===== src/mem_pkg.sv =====
/* Shared buffer memory definitions
   RAM geometry, read latency, credit depth and the op and clear state types */
package mem_pkg;

  // RAM geometry
  localparam int DATA_W    = 18;             // Word width
  localparam int ADDR_W    = 10;             // Word address width
  localparam int RAM_DEPTH = 1 << ADDR_W;    // 1024 words

  // Output pipeline of the RAM
  localparam int NBPIPE = 3;                 // Data pipe stages after the array read
  localparam int RD_LAT = NBPIPE + 2;        // Grant to data valid, array reg + out reg

  // Per-client flow control
  localparam int CREDITS = 4;                // Queue depth and initial credits
  localparam int QPTR_W  = $clog2(CREDITS);  // Queue pointer width
  localparam int QCNT_W  = $clog2(CREDITS + 1); // Occupancy, counts up to CREDITS

  // Request opcode, one bit on the wire
  typedef enum logic
  {
    OP_READ  = 1'b0,
    OP_WRITE = 1'b1
  } op_e;

  // Post-reset clear sequencer
  typedef enum logic
  {
    CLR_SWEEP = 1'b0,  // Zeroing words
    CLR_DONE  = 1'b1   // Sweep finished, idle for good
  } clear_state_e;

endpackage


===== src/mem_clear.sv =====
/* Post-reset clear sequencer
   Sweeps every RAM word once with zero data, then holds init done high */
`timescale 1ns/10ps

module mem_clear (
  input  logic                        clk,
  input  logic                        rsta,
  output logic                        o_en,
  output logic                        o_we,
  output logic [mem_pkg::ADDR_W-1:0] o_addr,
  output logic [mem_pkg::DATA_W-1:0] o_din,
  output logic                        o_init_done
);

  import mem_pkg::*;

  clear_state_e              state;
  logic [ADDR_W-1:0]         addr;  // Sweep address

  always_ff @(posedge clk)
  begin
    if (rsta)
    begin
      state <= CLR_SWEEP;
      addr  <= '0;
    end
    else if (state == CLR_SWEEP)
    begin
      addr <= addr + 1'b1;
      if (addr == ADDR_W'(RAM_DEPTH - 1))  // Last word written this cycle
      begin
        state <= CLR_DONE;
      end
    end
  end

  // Port B write every sweep cycle
  assign o_en        = (state == CLR_SWEEP);
  assign o_we        = o_en;
  assign o_addr      = addr;
  assign o_din       = '0;  // Clear value
  assign o_init_done = (state == CLR_DONE);

endmodule


===== config.mk =====
export PLATFORM = sky130hd
export DESIGN_NAME = mem_clear
export DESIGN_NICKNAME = d
export VERILOG_FILES = /design/src/mem_pkg.sv /design/src/mem_clear.sv
export SDC_FILE = /design/constraint.sdc
export NUM_CORES = 1
export LEC_CHECK = 0
export BUFFER_PORTS_ARGS = -buffer_cell sky130_fd_sc_hd__buf_2
export CORE_AREA = 3 3 42 44
export CTS_BUF_LIST = sky130_fd_sc_hd__clkbuf_2 sky130_fd_sc_hd__clkbuf_4 sky130_fd_sc_hd__clkbuf_8
export CTS_CLUSTER_SIZE = 30
export DETAILED_ROUTE_END_ITERATION = 8
export DIE_AREA = 0 0 45 47
export MAX_ROUTING_LAYER = met4
export PLACE_DENSITY = 0.83
export SKIP_LAST_GASP = 1
export SLEW_MARGIN = 20
export SYNTH_ARGS = -nofsm -noshare
export SYNTH_HDL_FRONTEND = slang
export SYNTH_SLANG_ARGS = --single-unit

===== constraint.sdc =====
create_clock -name clk -period 1.8 [get_ports clk]
set_input_delay 0.27 -clock clk [delete_from_list [all_inputs] [get_ports clk]]
set_output_delay 0.27 -clock clk [all_outputs]
set_load 0.01 [all_outputs]

Word level (Yosys, flattened, before mapping)
Cells that the tools add are included.
{"block": "word_totals", "reg_bits": 11, "out_inout_bits": 31, "wordCells": 7}
{"block": "op_classes", "add_sub_neg": 1, "eq_ne": 1, "muxes": 2, "bitwise_logic": 1}
{"op": "adder 10 x 1 -> 10 bit (second input constant)", "n": 1}
{"op": "== test 10 bit (second input constant)", "n": 1}
{"op": "2-to-1 mux 1 bit", "n": 2}
{"op": "inverter 1 bit", "n": 1}

Logic depth before layout (Yosys ltp)
{"block": "logic_depth", "depth_word": 3, "depth_mapped": 4}

Worst setup path before layout
No wires, ideal clock.
{"block": "synth_path", "path_type": "register to register", "startpoint": "register addr[0] (netlist: o_addr[0])", "endpoint": "register addr[6] (netlist: o_addr[6])", "arrival_ps": 1356, "required_time_ps": 1679, "setup_slack_ps": 323, "stages_incl_launch_ff": 5, "n_path_buf": 0, "synth_period_minus_slack_ps": 1477, "cell_sequence": "dfxtp_1 -> ha_1 -> and3_1 -> and4_2 -> mux2_2"}
{"block": "synth_via", "elab_chain_cells": 1}
{"element": "start, declared", "line_no": "mem_clear.sv:18", "text": "logic [ADDR_W-1:0] addr;"}
{"element": "start signal, assigned", "line_no": "mem_clear.sv:29", "text": "addr <= addr + 1'b1;"}
{"element": "adder 10 x 1 -> 10 bit", "line_no": "mem_clear.sv:29"}
Every way passes these cells.
A chain may end at the register's enable or synchronous reset.

Worst setup path in the final report
Same ends and word-level chain as after synthesis.

==> flow_summary_export.csv <==
group,metric,value,unit
synthesis,yosysMostFrequentCell,"buf_4",
synthesis,syn_inst,72,
job,maxCapViolations,0,
worst_setup_path,r2r_cells,4,
grt,antenna_found_initial,0,
floorplan,start_util,44.5,%
synthesis,yosys_warnings,0,
min_path,hp-class,"primary input to flip-flop",
grt,track_usage,12.6,%
place,place_ws,0.276,ns
floorplan,die-area,2120,um^2
clocking,clkLatencyLatePin,0.27,ns
worst_setup_path,critical_path.max_stage_delay,0.44,ns
finish,drive_gt1_share,28.7,%
drt,route.vias.total,485,
drt,drtPass1Iterations,4,
worst_setup_path,crit_required,1.96,ns
worst_setup_path,startpoint_type,"flip-flop",
grt,grt_pass1_vias,405,
worst_setup_path,cp_slowest_cell,"dfxtp_1",
pwr,vdd_ir_drop_max,0.593,mV
timing,post-route-period-util,84.6,%
finish,nets,91,
synthesis,synth-seq-cells,11,
timing,slew_violations,0,
clocking,path_clk_slew,0.07,ns
synthesis,ys_seq_area_share,33.7,%
drt,wl_per_cell,11.1,um
clocking,cts_setup_buffers,0,
worst_setup_path,cp.arrival,1.68,ns
synthesis,synth_edf_count,0,
finish,multi_input_area,348,um^2
floorplan,num_rows,14,
grt,grt-ovfl-total,0,
worst_setup_path,critPathMaxFanout,4,
worst_setup_path,r2r_slack,0.28,ns
timing,fmax,0.656,GHz
worst_setup_path,crit_chain,"ha_1 > and3_1 > and4_2 > mux2_2",
place,dpl_cell_area,662,um^2
worst_setup_path,critPathCapture,"o_addr[6]$_SDFFE_PP0N_",
clocking,hold_buffers,0,
clocking,cts_resized,0,
drt,ant_nets,0,
floorplan,die_width,45,um
synthesis,yosys_most_used_dff,"dfxtp_1",
timing,period_needed,1.52,ns
timing,postLayoutSetupSlackWorst,0.276,ns
finish,design_area,692,um^2
place,io_buffers,14,
synthesis,synth_area_leaders,"dfxtp_1, buf_4, nor2_1, xor2_1, nand4b_4",
timing,finalHoldViolations,0,
synthesis,postSynthAreaPerCell,9.09,um^2
worst_setup_path,startpoint,"o_addr[0]$_SDFFE_PP0N_",
timing,worst_clock_skew,0.00154,ns
place,place_congestion,0.786,
finish,fill_cells,157,
clocking,h-tree-depth,1,
finish,area_delta_synth_final,5.74,%
grt,grt_busiest_layer,"met2",
timing,setup_viol,0,
clocking,clockRootBuffer,"clkbuf_4",
timing,fin_tns_setup,0,ns
clocking,cts.sinks,11,
place,dpl.hpwl,868,um
worst_setup_path,end_kind,"flip-flop",
synthesis,synth_top_cell_by_area,"dfxtp_1",
grt,grt_max_degree,14,
finish,seqCellArea,220,um^2
timing,rsz0062_at_grt,"no",
status,status,"completed",
grt,met3_usage,3.45,%
drt,drt-initial-drc-count,4,
synthesis,ys_types,24,
pwr,power_density,703,nW/um^2
drt,drt_wl_total,1140,um
worst_setup_path,r2r_start,"o_addr[0]$_SDFFE_PP0N_",
worst_setup_path,cp.depth,4,
clocking,clk_path_buf_depth,2,
synthesis,netlist_area,654,um^2
floorplan,coreArea,1470,um^2
floorplan,die_y,47,um
worst_setup_path,cp_top_family,"flip-flops",
worst_setup_path,criticalPathCategory,"flip-flop to flip-flop",
synthesis,yosysTopAreaCellShare,33.7,%
worst_setup_path,crit_buf_inv,0,
grt,gr-usage-met1,16.4,%
clocking,cts_made_buffers,3,
drt,drc,0,
synthesis,synth-async-reset-ratio,0,%
grt,use_met2,17.2,%
pwr,leakage,0.000362,uW
drt,via_per_inst,4.71,
synthesis,synthTopCellsByCount,"buf_4, dfxtp_1, nor2_1, a21oi_1",
finish,antennaDiodeCount,0,
worst_setup_path,rr_endpoint,"o_addr[6]$_SDFFE_PP0N_",
floorplan,io_pins,33,
clocking,cts_tree,"built",
grt,grt_pass1_wl,1810,um
## cell type report
type / instances / area share [%]
Clock buffer: 4 / 4.34
Inverter: 1 / 0.542
Multi-Input combinational cell: 57 / 50.3
Sequential cell: 11 / 31.8
Tap cell: 16 / 2.89
Timing Repair Buffer: 14 / 10.1
## metrics by stage
stage / total power (uW) / hold WS, ns / util, % / cells
after global routing: 518 / 0.347 / 47.0 / 103
after global placement: 307 / 0.485 / 45.0 / 99
final: 486 / 0.319 / 47.0 / 103
after CTS: 491 / 0.323 / 47.0 / 103
after floorplan: 327 / 0.492 / - / 89
after detailed placement: 309 / 0.490 / 45.0 / 99
## layout by cell type (no fill, tap or decap), types with 2 or more instances in the layout
| master | n |
|---|---|
| mux2_2 | 2 |
| and3_1 | 2 |
| nand4_1 | 2 |
| conb_1 | 18 |
| buf_2 | 14 |
| nor2b_1 | 3 |
| nor2_1 | 7 |
| nand2_1 | 2 |
| xor2_1 | 3 |
| dfxtp_1 | 11 |
| o31ai_1 | 2 |
| a21oi_1 | 4 |
| or4_1 | 2 |
| clkbuf_4 | 4 |
| and4_2 | 2 |
## routing by layer
metal | up-vias | share of wire (%) | routed length (um)
met2 | 24 | 47 | 532
met4 | 0 | 1.9 | 22
met3 | 2 | 8.2 | 94
met1 | 217 | 43 | 490
met5 | - | 0 | 0
li1 | 242 | - | -
## worst min-delay path by stage
stage	start	end	cells past startpoint
after floorplan	rsta	o_addr[8]$_SDFFE_PP0N_	2
after global placement	o_addr[9]$_SDFFE_PP0N_	o_addr[9]$_SDFFE_PP0N_	2
after detailed placement	o_addr[9]$_SDFFE_PP0N_	o_addr[9]$_SDFFE_PP0N_	2
after CTS	rsta	o_addr[0]$_SDFFE_PP0N_	2
after global routing	rsta	o_addr[2]$_SDFFE_PP0N_	2
final	rsta	o_addr[0]$_SDFFE_PP0N_	2
## kinds of logic after synthesis
kind of cell | after synthesis | synth area share (%)
XOR/XNOR | 4 | 5.35
flip-flops | 11 | 33.7
AND/OR/NAND/NOR | 24 | 24.5
multiplexers | 3 | 4.97
AO/OA/AOI/OAI | 7 | 6.12
adder cells (fa/ha/maj) | 1 | 1.91
buffers and inverters | 21 | 22.9
other | 1 | 0.573
## power by group
group          leakage, uW  switching (uW)  internal [uW]  total (uW)
sequential       0.0000892            10.6            249         260
combinational     0.000254            32.2           12.2        44.4
clock            0.0000184            81.0            101         182
total             0.000362             124            362         486
## sequential cells by signal, summed over array words and instances (netlist names)
name	cells
o_addr	10
o_init_done	1
Note: power is estimated with default switching activity, not from simulation.
