<file path="config.mk">
export PLATFORM = sky130hd
export DESIGN_NAME = req_port
export DESIGN_NICKNAME = d
export VERILOG_FILES = /design/src/mem_pkg.sv /design/src/req_port.sv
export SDC_FILE = /design/constraint.sdc
export NUM_CORES = 1
export LEC_CHECK = 0
export BUFFER_PORTS_ARGS = -buffer_cell sky130_fd_sc_hd__buf_2
export CORE_ASPECT_RATIO = 2
export CORE_UTILIZATION = 56
export DETAILED_ROUTE_END_ITERATION = 16
export PLACE_DENSITY = 0.79
export REMOVE_ABC_BUFFERS = 1
export SETUP_SLACK_MARGIN = 0.5
export SLEW_MARGIN = 20
export SYNTH_ARGS = -nofsm -noshare
export SYNTH_HDL_FRONTEND = slang
export SYNTH_SLANG_ARGS = --single-unit
</file>
<file path="constraint.sdc">
create_clock -name clk -period 2 [get_ports clk]
set_input_delay 0.3 -clock clk [delete_from_list [all_inputs] [get_ports clk]]
set_output_delay 0.3 -clock clk [all_outputs]
set_load 0.1 [all_outputs]
</file>
<file path="src/mem_pkg.sv">
/* Shared buffer memory definitions
   RAM geometry, read latency, credit depth and the op and clear state types */
package mem_pkg;

  // RAM geometry
  localparam int DATA_W    = 18;             // Word width
  localparam int ADDR_W    = 10;             // Word address width
  localparam int RAM_DEPTH = 1 << ADDR_W;    // 1024 words

  // Output pipeline of the RAM
  localparam int NBPIPE = 3;                 // Data pipe stages after the array read
  localparam int RD_LAT = NBPIPE + 2;        // Grant to data valid, array reg + out reg

  // Per-client flow control
  localparam int CREDITS = 4;                // Queue depth and initial credits
  localparam int QPTR_W  = $clog2(CREDITS);  // Queue pointer width
  localparam int QCNT_W  = $clog2(CREDITS + 1); // Occupancy, counts up to CREDITS

  // Request opcode, one bit on the wire
  typedef enum logic
  {
    OP_READ  = 1'b0,
    OP_WRITE = 1'b1
  } op_e;

  // Post-reset clear sequencer
  typedef enum logic
  {
    CLR_SWEEP = 1'b0,  // Zeroing words
    CLR_DONE  = 1'b1   // Sweep finished, idle for good
  } clear_state_e;

endpackage

</file>
<file path="src/req_port.sv">
/* Per-client request queue with credit return
   CREDITS deep circular buffer, one credit pulse the cycle after each pop */
`timescale 1ns/10ps

module req_port (
  input  logic                        clk,
  input  logic                        rsta,
  // Client side
  input  logic                        i_valid,
  input  mem_pkg::op_e                i_op,
  input  logic [mem_pkg::ADDR_W-1:0] i_addr,
  input  logic [mem_pkg::DATA_W-1:0] i_wdata,
  output logic                        o_credit,
  // Arbiter side
  input  logic                        i_grant,
  output logic                        o_req_valid,
  output mem_pkg::op_e                o_req_op,
  output logic [mem_pkg::ADDR_W-1:0] o_req_addr,
  output logic [mem_pkg::DATA_W-1:0] o_req_wdata
);

  import mem_pkg::*;

  op_e               q_op    [CREDITS];  // Entry payload
  logic [ADDR_W-1:0] q_addr  [CREDITS];
  logic [DATA_W-1:0] q_wdata [CREDITS];

  logic [QPTR_W-1:0] wr_ptr;
  logic [QPTR_W-1:0] rd_ptr;
  logic [QCNT_W-1:0] count;   // Entries held
  logic              push;
  logic              pop;
  logic              full;

  // Wrap at CREDITS, also for a depth that is no power of two
  function automatic logic [QPTR_W-1:0] ptr_inc(input logic [QPTR_W-1:0] ptr);
    return (ptr == QPTR_W'(CREDITS - 1)) ? '0 : ptr + 1'b1;
  endfunction

  assign push = i_valid;
  assign pop  = i_grant && o_req_valid;  // Grant pops head same cycle
  assign full = (count == QCNT_W'(CREDITS));

  // Head of queue to arbiter
  assign o_req_valid = (count != '0);
  assign o_req_op    = q_op[rd_ptr];
  assign o_req_addr  = q_addr[rd_ptr];
  assign o_req_wdata = q_wdata[rd_ptr];

  always_ff @(posedge clk)
  begin
    if (rsta)
    begin
      wr_ptr   <= '0;
      rd_ptr   <= '0;
      count    <= '0;
      o_credit <= 1'b0;
    end
    else
    begin
      o_credit <= pop;  // Credit back one cycle after pop
      if (push)
      begin
        wr_ptr <= ptr_inc(wr_ptr);
      end
      if (pop)
      begin
        rd_ptr <= ptr_inc(rd_ptr);
      end
      unique case ({push, pop})
        2'b10:   count <= count + 1'b1;
        2'b01:   count <= count - 1'b1;
        default: ;  // Idle or push and pop together
      endcase
    end
  end

  // Entry storage
  always_ff @(posedge clk)
  begin
    if (push)
    begin
      q_op[wr_ptr]    <= i_op;
      q_addr[wr_ptr]  <= i_addr;
      q_wdata[wr_ptr] <= i_wdata;
    end
  end

  // Full queue means the client had no credit left
  a_no_push_when_full : assert property (
    @(posedge clk) disable iff (rsta)
    i_valid |-> !full
  )
  else $error("req_port: request sent with zero credits");

endmodule

</file>
---- Yosys cells after proc, flatten, opt, wreduce, memory -nomap -nowiden ----
Memory sizes are Yosys's and may differ from the RTL's. A register that Yosys moved wholly into a read port is not among the register bits.
Cells that the tools add are included.
word-level totals
  RAM bits ................................ 116
  input port bits ......................... 33
  register bits ........................... 8
  memories kept ........................... 3
  output and inout port bits .............. 31
cells by class
  reduce and logical (&&, ||, !) cells .... 3
  multiplexer cells ....................... 11
  equal/unequal tests ..................... 4
  add/subtract/negate cells ............... 4
memories
  name     depth  width  rd ports  clocked after Yosys merged registers in  wr ports  line            RTL
  q_wdata  4      18     1         1                                        1         req_port.sv:26  logic [DATA_W-1:0] q_wdata [CREDITS];
  q_addr   4      10     1         1                                        1         req_port.sv:25  logic [ADDR_W-1:0] q_addr [CREDITS];
  q_op     4      1      1         1                                        1         req_port.sv:24  op_e q_op [CREDITS];
operators with widths
  cell                   number
  $mux W2                8
  $eq A2 B2 Y1 const B   3
  $pmux W3 S2            1
  $add A2 B1 Y2 const B  2
  $add A3 B1 Y3 const B  1
  $reduce_bool A3 Y1     1
  $sub A3 B1 Y3 const B  1
  $eq A2 B1 Y1 const B   1
  $mux W1                2
  $reduce_bool A2 Y1     1
  $logic_and A1 B1 Y1    1

---- Depth between registers and ports, before layout ----
  word-level depth ........................ 4
  gate-level depth with buffers ........... 8
  gate-level depth less buffers ........... 8

---- Worst setup path before layout ----
OpenSTA, ideal clock, no wires.
  path kind ............................... reg-to-output
  start ................................... register with a tool-made name
  end ..................................... output port o_req_addr[4] in the netlist's numbering
  cell stages (with the launch flop) ...... 3
  required time ........................... 1.700 ns
  path slack .............................. 0.200 ns
  arrival ................................. 1.500 ns
  cells stage by stage .................... dfxtp_1 > buf_6 > mux4_1
RTL lines
  item           line            RTL
  end, declared  req_port.sv:18  output logic [mem_pkg::ADDR_W-1:0] o_req_addr,

==> flow_summary.toml <==
[logic_synthesis]
synth_cell_types = 22
synthCells = 202
async_flop_share_pct = 0
syn_area_um2 = 4680
synth_warnings = 0
ys_ff_latch = 126
synth_ff_type = "edfxtp_1"
synth_area_leader_cell = "edfxtp_1"
synth_enable_flop_cells = 116
yosysTopAreaCellShare_pct = 74.4
ys_top_cells_by_area = "edfxtp_1, mux4_2, dfxtp_1"
syn_area_per_cell_um2 = 23.2
synth_seq_area_share_pct = 78.7
ys_top_cells_by_count = "edfxtp_1, mux4_2, dfxtp_1, inv_1, nor2_1"
synth.most_common_cell = "edfxtp_1"

[worst_hold_path]
hold_path_startpoint = "i_wdata[6]"
hold_end = "q_wdata[0][6]"
hp-class = "in -> reg"
holdPathStages = 1

[global_route]
grt_overflow = 0
grt_use_total_pct = 24.7
grt_pass1_wl_mm = 14.2
antenna_found_initial = 0
grt_start_max_net_pins = 30
grt_pass1_vias = 2507

[critical_path]
crit_type = "reg -> out"
rrSetupSlack_ns = 0.22
cp-end-kind = "primary output"
critPathLaunchType = "flip-flop"
timing.rr.end = "count[1]"
reg2regPathDepth = 8
worstPathRequired_ns = 1.70
r2r_start = "count[2]"
path_max_fanout = 6
arrival_ns = 1.78

[pwr]
p_leak_uw = 0.00224
ir_worst_vdd_v = 0.00166
power_frac_clock_pct = 29.7
power.switching_uw = 3360
internal_power_uw = 6260
cellPowerDensity_nw_per_um2 = 1520
power_uw = 9630
power.share.combinational_pct = 37.6
p_sw_share_pct = 35.0
seqPwrFrac_pct = 32.7

[timing]
slew_viol_final = 0
final_hold_viol_count = 0
rsz0062_at_grt = "true"
setup_ws_ns = -0.0843
fin_crit_ns = 2.08
fin_tns_setup_ns = -1.16
max_freq_ghz = 0.480
max_slew_margin_pct = 68.1
whs_ns = 0.104
fin_crit_sh_pct = 104
finalClockSkew_ns = 0.00725
worstMarginPinSlew_ns = 0.482
finalSetupViolCount = 24

[die]
start_util_pct = 58.5
fp.dieW_um = 66.7
rows = 46
fp.dieH_um = 131
core_area_um2 = 8000
num_io_pins = 64
fp.dieArea_um2 = 8760

[detailed_routing]
avgRoutedWirePerCell_um = 23.5
ant_nets = 0
wl_mm = 9.44
met3WireLength_um = 382
routed_via_density = 5.80
topRoutingLayerUsed = "met4"
first_pass_iters = 4
wl_met1_mm = 3.24
vias = 2325
drc = 0
drt-initial-drc-count = 123
wl_met2_mm = 5.62

[cells_and_area]
fin_area_um2 = 6320
diodes = 0
drive_above_1_share_pct = 48.9
area_growth_pct = 35.0
fillers = 373
nNetsFinal = 332
postLayoutCoreUtil_pct = 79.0

[cts]
clock_latency_ns = 0.41
clock_sinks = 126
cts_tree = "built"
cts_hold_buf = 0
root_buffer = "clkbuf_16"
clockBufferDepth = 2
htreeDepth = 4
cts_made_buffers = 17
clk_pin_slew_ns = 0.06

[placed_design]
io_buffers = 63
dp_hpwl_mm = 4.94
placed_cell_area_um2 = 5610
globalplace.congestion = 0.697

[run_status]
violations = "setup timing"
status = "complete, but fails checks"

[flow_run]
maxCapViolations = 0
-- kinds of logic (layout without fill, tap and decap cells) --
family / after synthesis / count (layout) / synth area share [%]
multiplexers: 31 / 31 / 14.5
adder cells (fa/ha/maj): 7 / 7 / 2.03
AND/OR/NAND/NOR: 16 / 16 / 1.74
flip-flops: 126 / 126 / 78.7
buffers and inverters: 14 / 117 / 1.76
XOR/XNOR: 2 / 2 / 0.374
AO/OA/AOI/OAI: 6 / 6 / 0.988
-- how the worst max path moves through the flow --
stage / end / slack (ns) / cells after the start
floorplan: o_req_addr[4] / -0.77 / 1
global placement: count[2] / 0.19 / 8
detailed placement: count[2] / 0.09 / 8
CTS: o_req_wdata[10] / -0.09 / 4
global route: o_req_wdata[5] / -0.14 / 4
finish: o_req_wdata[9] / -0.08 / 4
-- through the flow --
stage               worst slack [ns]  cells
global placement               0.186    362
detailed placement            0.0935    362
CTS                          -0.0923    401
floorplan                     -0.766    195
global route                  -0.135    401
finish                       -0.0843    401
-- power by group through the flow --
stage	combinational, uW	sequential, uW	clock (uW)
after CTS	3560	3140	2880
final	3620	3150	2860
after global routing	3710	3160	2990
after global placement	3220	3150	0
after detailed placement	3250	3170	0
after floorplan	2010	3280	0
-- repair_timing --
item,CTS,global route
endpoints found under the setup margin,33,61
pin swaps,2,0
gates resized for setup,19,4
setup buffers,5,0
cloned,2,0
-- cell usage in the layout (no fill, tap or decap), drive strengths merged --
cell and count:
o21ai 1, nand2 1, mux4 29, buf 78
nor2 7, ha 6, bufinv 2, and2 4
nor3b 1, xor2 2, or3 3, mux2i 2
edfxtp 116, a21oi 4, o31ai 1, fa 1
inv 7, clkinvlp 2, clkinv 9, clkbuf 19
dfxtp 10
-- state kept, by name (all words and copies together) (netlist names), named ones only --
signal	cells
count	3
o_credit	1
q_addr	40
q_op	4
q_wdata	72
rd_ptr	2
wr_ptr	2
-- per-layer routing --
| layer | vias to the layer above | GRT usage, % |
|---|---|---|
| li1 | 1015 | - |
| met1 | 1218 | 26.8 |
| met4 | 0 | 10.8 |
| met3 | 19 | 7.73 |
| met2 | 73 | 42.6 |
| met5 | - | 0 |
-- cell type report --
class                      count  area, um2  area share [%]
clock buffer                  19        433            6.85
inverter                       7       26.3           0.416
sequential                   126       3700            58.5
multi-input combinational     62        933            14.8
timing repair buffer          78        988            15.6
tap                           96        120            1.90
clock inverter                13        124            1.96
-- worst max-delay path, stage by stage, from the launching register on --
cell and delay (ns):
dfxtp_4 0.39, buf_12 0.13, buf_16 0.13, mux4_2 0.53
buf_12 0.19
Power figures use the tool's default switching activity.
