### config.mk
export PLATFORM = sky130hd
export DESIGN_NAME = mem_arbiter
export DESIGN_NICKNAME = d
export VERILOG_FILES = /design/src/mem_pkg.sv /design/src/mem_arbiter.sv
export SDC_FILE = /design/constraint.sdc
export NUM_CORES = 1
export LEC_CHECK = 0
export BUFFER_PORTS_ARGS = -buffer_cell sky130_fd_sc_hd__buf_2
export CAP_MARGIN = 10
export CORE_MARGIN = 1.5
export CORE_UTILIZATION = 25
export CTS_BUF_LIST = sky130_fd_sc_hd__clkbuf_16
export CTS_CLUSTER_DIAMETER = 120
export DETAILED_ROUTE_END_ITERATION = 16
export PLACE_DENSITY = 0.74
export REMOVE_ABC_BUFFERS = 1
export SLEW_MARGIN = 40
export SYNTH_ARGS = -nofsm -noshare
export SYNTH_HDL_FRONTEND = slang
export SYNTH_SLANG_ARGS = --single-unit
### constraint.sdc
create_clock -name clk -period 1.42 [get_ports clk]
set_clock_uncertainty 0.2 [all_clocks]
set_input_delay 0.213 -clock clk [delete_from_list [all_inputs] [get_ports clk]]
set_output_delay 0.213 -clock clk [all_outputs]
set_load 0.005 [all_outputs]
### src/mem_pkg.sv
/* Shared buffer memory definitions
   RAM geometry, read latency, credit depth and the op and clear state types */
package mem_pkg;

  // RAM geometry
  localparam int DATA_W    = 18;             // Word width
  localparam int ADDR_W    = 10;             // Word address width
  localparam int RAM_DEPTH = 1 << ADDR_W;    // 1024 words

  // Output pipeline of the RAM
  localparam int NBPIPE = 3;                 // Data pipe stages after the array read
  localparam int RD_LAT = NBPIPE + 2;        // Grant to data valid, array reg + out reg

  // Per-client flow control
  localparam int CREDITS = 4;                // Queue depth and initial credits
  localparam int QPTR_W  = $clog2(CREDITS);  // Queue pointer width
  localparam int QCNT_W  = $clog2(CREDITS + 1); // Occupancy, counts up to CREDITS

  // Request opcode, one bit on the wire
  typedef enum logic
  {
    OP_READ  = 1'b0,
    OP_WRITE = 1'b1
  } op_e;

  // Post-reset clear sequencer
  typedef enum logic
  {
    CLR_SWEEP = 1'b0,  // Zeroing words
    CLR_DONE  = 1'b1   // Sweep finished, idle for good
  } clear_state_e;

endpackage

### src/mem_arbiter.sv
/* Round-robin arbiter for RAM port A
   Grants one queue per cycle after init and routes read data back by a tag pipe */
`timescale 1ns/10ps

module mem_arbiter (
  input  logic                        clk,
  input  logic                        rsta,
  input  logic                        i_init_done,
  // Queue heads
  input  logic                        i_req0_valid,
  input  mem_pkg::op_e                i_req0_op,
  input  logic [mem_pkg::ADDR_W-1:0] i_req0_addr,
  input  logic [mem_pkg::DATA_W-1:0] i_req0_wdata,
  input  logic                        i_req1_valid,
  input  mem_pkg::op_e                i_req1_op,
  input  logic [mem_pkg::ADDR_W-1:0] i_req1_addr,
  input  logic [mem_pkg::DATA_W-1:0] i_req1_wdata,
  output logic                        o_grant0,
  output logic                        o_grant1,
  // RAM port A
  output logic                        o_en_a,
  output logic                        o_we_a,
  output logic [mem_pkg::ADDR_W-1:0] o_addr_a,
  output logic [mem_pkg::DATA_W-1:0] o_din_a,
  input  logic [mem_pkg::DATA_W-1:0] i_dout_a,
  // Read responses
  output logic                        o_rvalid0,
  output logic [mem_pkg::DATA_W-1:0] o_rdata0,
  output logic                        o_rvalid1,
  output logic [mem_pkg::DATA_W-1:0] o_rdata1
);

  import mem_pkg::*;

  logic              prio;      // Favored side, 0 or 1
  op_e               sel_op;
  logic              rd_issue;  // Granted read this cycle
  logic [RD_LAT-1:0] tag_v;     // Read in flight per stage
  logic [RD_LAT-1:0] tag_id;    // Owning client per stage

  // Grant logic, nothing before clear completes
  always_comb
  begin
    o_grant0 = 1'b0;
    o_grant1 = 1'b0;
    if (i_init_done)
    begin
      if (i_req0_valid && i_req1_valid)
      begin
        o_grant0 = !prio;  // Contention, favored side wins
        o_grant1 = prio;
      end
      else
      begin
        o_grant0 = i_req0_valid;
        o_grant1 = i_req1_valid;
      end
    end
  end

  // Port A from granted head
  assign sel_op   = o_grant1 ? i_req1_op : i_req0_op;
  assign o_en_a   = o_grant0 || o_grant1;
  assign o_we_a   = o_en_a && (sel_op == OP_WRITE);
  assign o_addr_a = o_grant1 ? i_req1_addr : i_req0_addr;
  assign o_din_a  = o_grant1 ? i_req1_wdata : i_req0_wdata;
  assign rd_issue = o_en_a && (sel_op == OP_READ);

  always_ff @(posedge clk)
  begin
    if (rsta)
    begin
      prio  <= 1'b0;
      tag_v <= '0;
    end
    else
    begin
      if (o_en_a)
      begin
        prio <= o_grant0;  // Other side favored next
      end
      tag_v <= {tag_v[RD_LAT-2:0], rd_issue};
    end
  end

  // Client id rides along, no reset needed beside tag_v
  always_ff @(posedge clk)
  begin
    tag_id <= {tag_id[RD_LAT-2:0], o_grant1};
  end

  // Last stage lines up with RAM output, RD_LAT after grant
  assign o_rvalid0 = tag_v[RD_LAT-1] && !tag_id[RD_LAT-1];
  assign o_rvalid1 = tag_v[RD_LAT-1] && tag_id[RD_LAT-1];
  assign o_rdata0  = i_dout_a;
  assign o_rdata1  = i_dout_a;

  a_one_grant : assert property (
    @(posedge clk) disable iff (rsta)
    !(o_grant0 && o_grant1)
  )
  else $error("mem_arbiter: both queues granted");

endmodule

[After elaboration in Yosys (flattened, before gate mapping)]
Index checks and enable logic that the tools add are counted.
Word-level totals
  output and inout port bits: 70
  logic and storage cells: 19
  input bits: 81
  flip-flop bits (word level): 11
Operators by class
  reduce and logical (&&, ||, !) cells: 8
  muxes and demuxes: 7
  bitwise gates (word level): 1
Operators by type and width (count)
  $mux 18: 1
  $mux 10: 1
  $logic_and 1x1->1: 5
  $mux 1: 5
  $logic_not 1->1: 2
  $logic_or 1x1->1: 1
  $not 1->1: 1

[Depth between registers and ports, before layout]
  depth after elaboration: 6
  gate-level depth with buffers: 5

[Least setup slack after synthesis]
Ideal clock, no wire load.
  path kind: register to output
  from: register prio
  to: output o_din_a[10] (netlist bit)
  stages on the path, launching flop included: 6
  slack: -0.172 ns
  required time: 1.007 ns
  arrival time: 1.179 ns
  path buffers: 2
  cell sequence: dfxtp_1 nor2b_1 or2_1 buf_6 buf_6 mux2_4
Between the ends
  cells in the longest elaborated chain, start to end: 3
RTL lines
  from (decl): line mem_arbiter.sv:35  | logic prio;
  from (signal assigned): line mem_arbiter.sv:80  | prio <= o_grant0;
  $mux 1: line mem_arbiter.sv:48  | if (i_req0_valid && i_req1_valid)
  $mux 1: line mem_arbiter.sv:46  | if (i_init_done)
  $mux 18: line mem_arbiter.sv:66  | assign o_din_a = o_grant1 ? i_req1_wdata : i_req0_wdata;
  to (decl): line mem_arbiter.sv:24  | output logic [mem_pkg::DATA_W-1:0] o_din_a,
Every way passes these cells.

[Worst setup path in the final report]
  from: register prio
  to: output o_din_a[17] (netlist bit)
The elaborated chain is that of the path after synthesis.

==> impl_metrics.csv <==
group,metric,value,unit
synthesis,synth.distinct_cells,17,
placement,dpl_cell_area,0.00131,sq mm
synthesis,synth_cells,99,
synthesis,yosys-top-cells-area,"buf_4 27%, dfxtp_1 22%, mux2_2 22%",
final_layout,mostFrequentLayoutCells,"76 x buf_2, 21 x buf_6, 19 x mux2_4",
sta,timing.final.ws_setup,-0.472,ns
sta,hold_violations,0,
final_layout,diodes,0,
clock_network,cts_max_path_buffers,2,
worst_setup_path,critical_path.max_stage_delay,0.32,ns
synthesis,synth_area,985,sq um
final_layout,fin_nets,253,
sta,min_period_over_period,1.33,
global_route,antenna_found_initial,0,
sta,finalSetupViolCount,31,
synthesis,syn-mean-instance-area,9.95,sq um
floorplan,die_w,65.8,um
clock_network,clk_latency,0.24,ns
placement,finalWeightedCongestion,0.730,
sta,relSlewSlack,0.822,
floorplan,ios,151,
worst_setup_path,crit_fanout,9,
final_layout,fill_cells,367,
final_layout,multi_input_area,520,sq um
clock_network,ctsHtreeMaxLevel,1,
floorplan,rows,22,
outcome,violations,"negative setup slack",
outcome,run_status,"finished, violations left",
sta,drv_slew,0,
sta,rsz0062_at_grt,"true",
synthesis,synth_top_area_frac,0.274,
final_layout,finish.instance_area,0.00162,sq mm
sta,worst_pin_slew,0.264,ns
worst_setup_path,cp.required,1.01,ns
floorplan,fp.dieArea,0.00432,sq mm
drt,drt_iter0_drc,24,
placement,dp_hpwl,2670,um
final_layout,seq_area,221,sq um
floorplan,die_y,65.8,um
power,total_power,1240,uW
drt,ant_nets,0,
synthesis,yosysTopAreaCell,"buf_4",
worst_setup_path,slowest_stage,"dfxtp_2",
clock_network,cts.sinks,11,
final_layout,area_growth,64.9,%
placement,io_buffers,96,
global_route,grt_pass1_wl,4170,um
floorplan,initial_core_util,0.265,
synthesis,yosysWarningCount,0,
worst_setup_path,cp_data_arrival_time,1.48,ns
global_route,track_usage,0.132,
final_layout,final_util,0.437,
clock_network,numCtsBuffers,3,
global_route,grt_pass1_vias,868,
drt,via_count,980,
worst_setup_path,critPathLaunchType,"flip-flop",
worst_setup_path,path_buf_inv,2,
job,drv_cap,0,
floorplan,core_area,0.00372,sq mm
worst_hold_path,hold_path_class,"in2reg",
clock_network,postCtsHoldBufs,0,
power,power.density,761,mW/mm^2
final_layout,layout-drive-gt1-share,0.860,
worst_setup_path,critPathKind,"reg2out",
sta,maxClockFrequency,529,MHz
drt,routed_wl,3350,um
drt,drtPass1Iterations,4,
clock_network,clkTransAtPathRegs,0.04,ns
drt,avgRoutedWirePerCell,15.3,um
power,peakVddDrop,0.354,mV
clock_network,cts_tree,"built",
worst_setup_path,cp-end-kind,"output port",
worst_setup_path,cp_top_family,"flip-flops",
drt,drcViolationCount,0,
global_route,gr-total-overflow,0,
final_layout,final_common_cell,"buf_2",
global_route,grt_max_degree,20,
synthesis,ys_ff_latch,11,
sta,layout_min_cycle_time,1.89,ns
worst_setup_path,cp_cell_sequence,"nor2b_2 > or2_4 > clkbuf_16 > mux2_2 > buf_2",
clock_network,root_buffer,"clkbuf_16",
drt,drt-vias-per-instance,4.47,
synthesis,seq_area_frac_synth,0.224,
power,p_leak,0.000912,uW
## worst paths after layout
path	start	cells past startpoint	slack [ns]	end
worst min register to register	tag_id[2]$_DFF_P_	0	0.12	tag_id[3]$_DFF_P_
worst min-delay path	rsta	2	0.006	tag_v[4]$_SDFF_PP0_
worst max register to register	prio$_SDFFE_PP0P_	4	0.09	tag_v[0]$_SDFF_PP0_
worst max-delay path	prio$_SDFFE_PP0P_	5	-0.47	o_din_a[17]
## per-layer routing
layer  routed length [um]  global-route usage  vias to the layer above
li1                     -                   -                      437
met1                 1280               0.165                      454
met2                 1510               0.170                       87
met3                  543               0.108                        2
met4                   16              0.0156                        0
met5                    0              0.0833                        -
## Yosys cell counts
master / count
a21oi_1: 1
or3b_2: 1
buf_2: 1
a32oi_1: 1
or2_1: 1
inv_1: 2
and3_1: 2
nand2_1: 2
buf_6: 2
nor2_1: 2
nor2b_1: 6
o21ai_0: 2
dfxtp_1: 11
and2_1: 1
buf_4: 36
mux2_4: 9
mux2_2: 19
## metrics by stage
step	setup TNS [ns]	hold WS, ns	cells	setup WS [ns]
2_1_floorplan	-18.70	0.0846	60	-0.663
3_3_place_gp	-9.37	0.112	212	-0.363
3_5_place_dp	-9.81	0.115	212	-0.375
4_1_cts	-13.14	0.00696	217	-0.484
5_1_grt	-14.73	0.0213	219	-0.522
6_report	-13.51	0.00558	219	-0.472
## where the power goes
part | total (uW) | internal (uW) | leakage (uW) | switching [uW]
combinational | 399 | 273 | 0.000781 | 126
sequential | 326 | 322 | 0.0000903 | 3.49
clock | 511 | 373 | 0.0000409 | 139
## worst reg2reg max path, cell delays in order, from the launching register on
cell and delay (ns):
dfxtp_2 0.33, nor2b_2 0.05, buf_4 0.13, or3b_4 0.37, and3_1 0.15
## cells by family (layout without fill, tap and decap cells)
kind of cell | count (synthesis) | in the layout | share of synthesized area
AOI/OAI and AO/OA | 4 | 4 | 0.0241
muxes | 28 | 28 | 0.355
and+or+nand+nor | 15 | 15 | 0.0877
buffers and inverters | 41 | 113 | 0.310
DFF | 11 | 11 | 0.224
## final cells by class
cell class                      count  area share
Clock buffer                        3      0.0462
Clock inverter                      1     0.00308
Inverter                            2     0.00462
Multi-Input combinational cell     47       0.320
Sequential cell                    11       0.136
Tap cell                           48      0.0370
Timing Repair Buffer              107       0.452
## state kept, by name, indices dropped and copies added, names as in the netlist
register  flops
prio          1
tag_id        5
tag_v         5
## repair_timing
action	4_1_cts	5_1_grt
resized for setup	14	27
setup endpoints to repair	31	32
pin swaps	2	2
cloned	0	1
setup buffers	1	1
hold endpoints to repair	0	0
(Power assumes the default switching activity.)
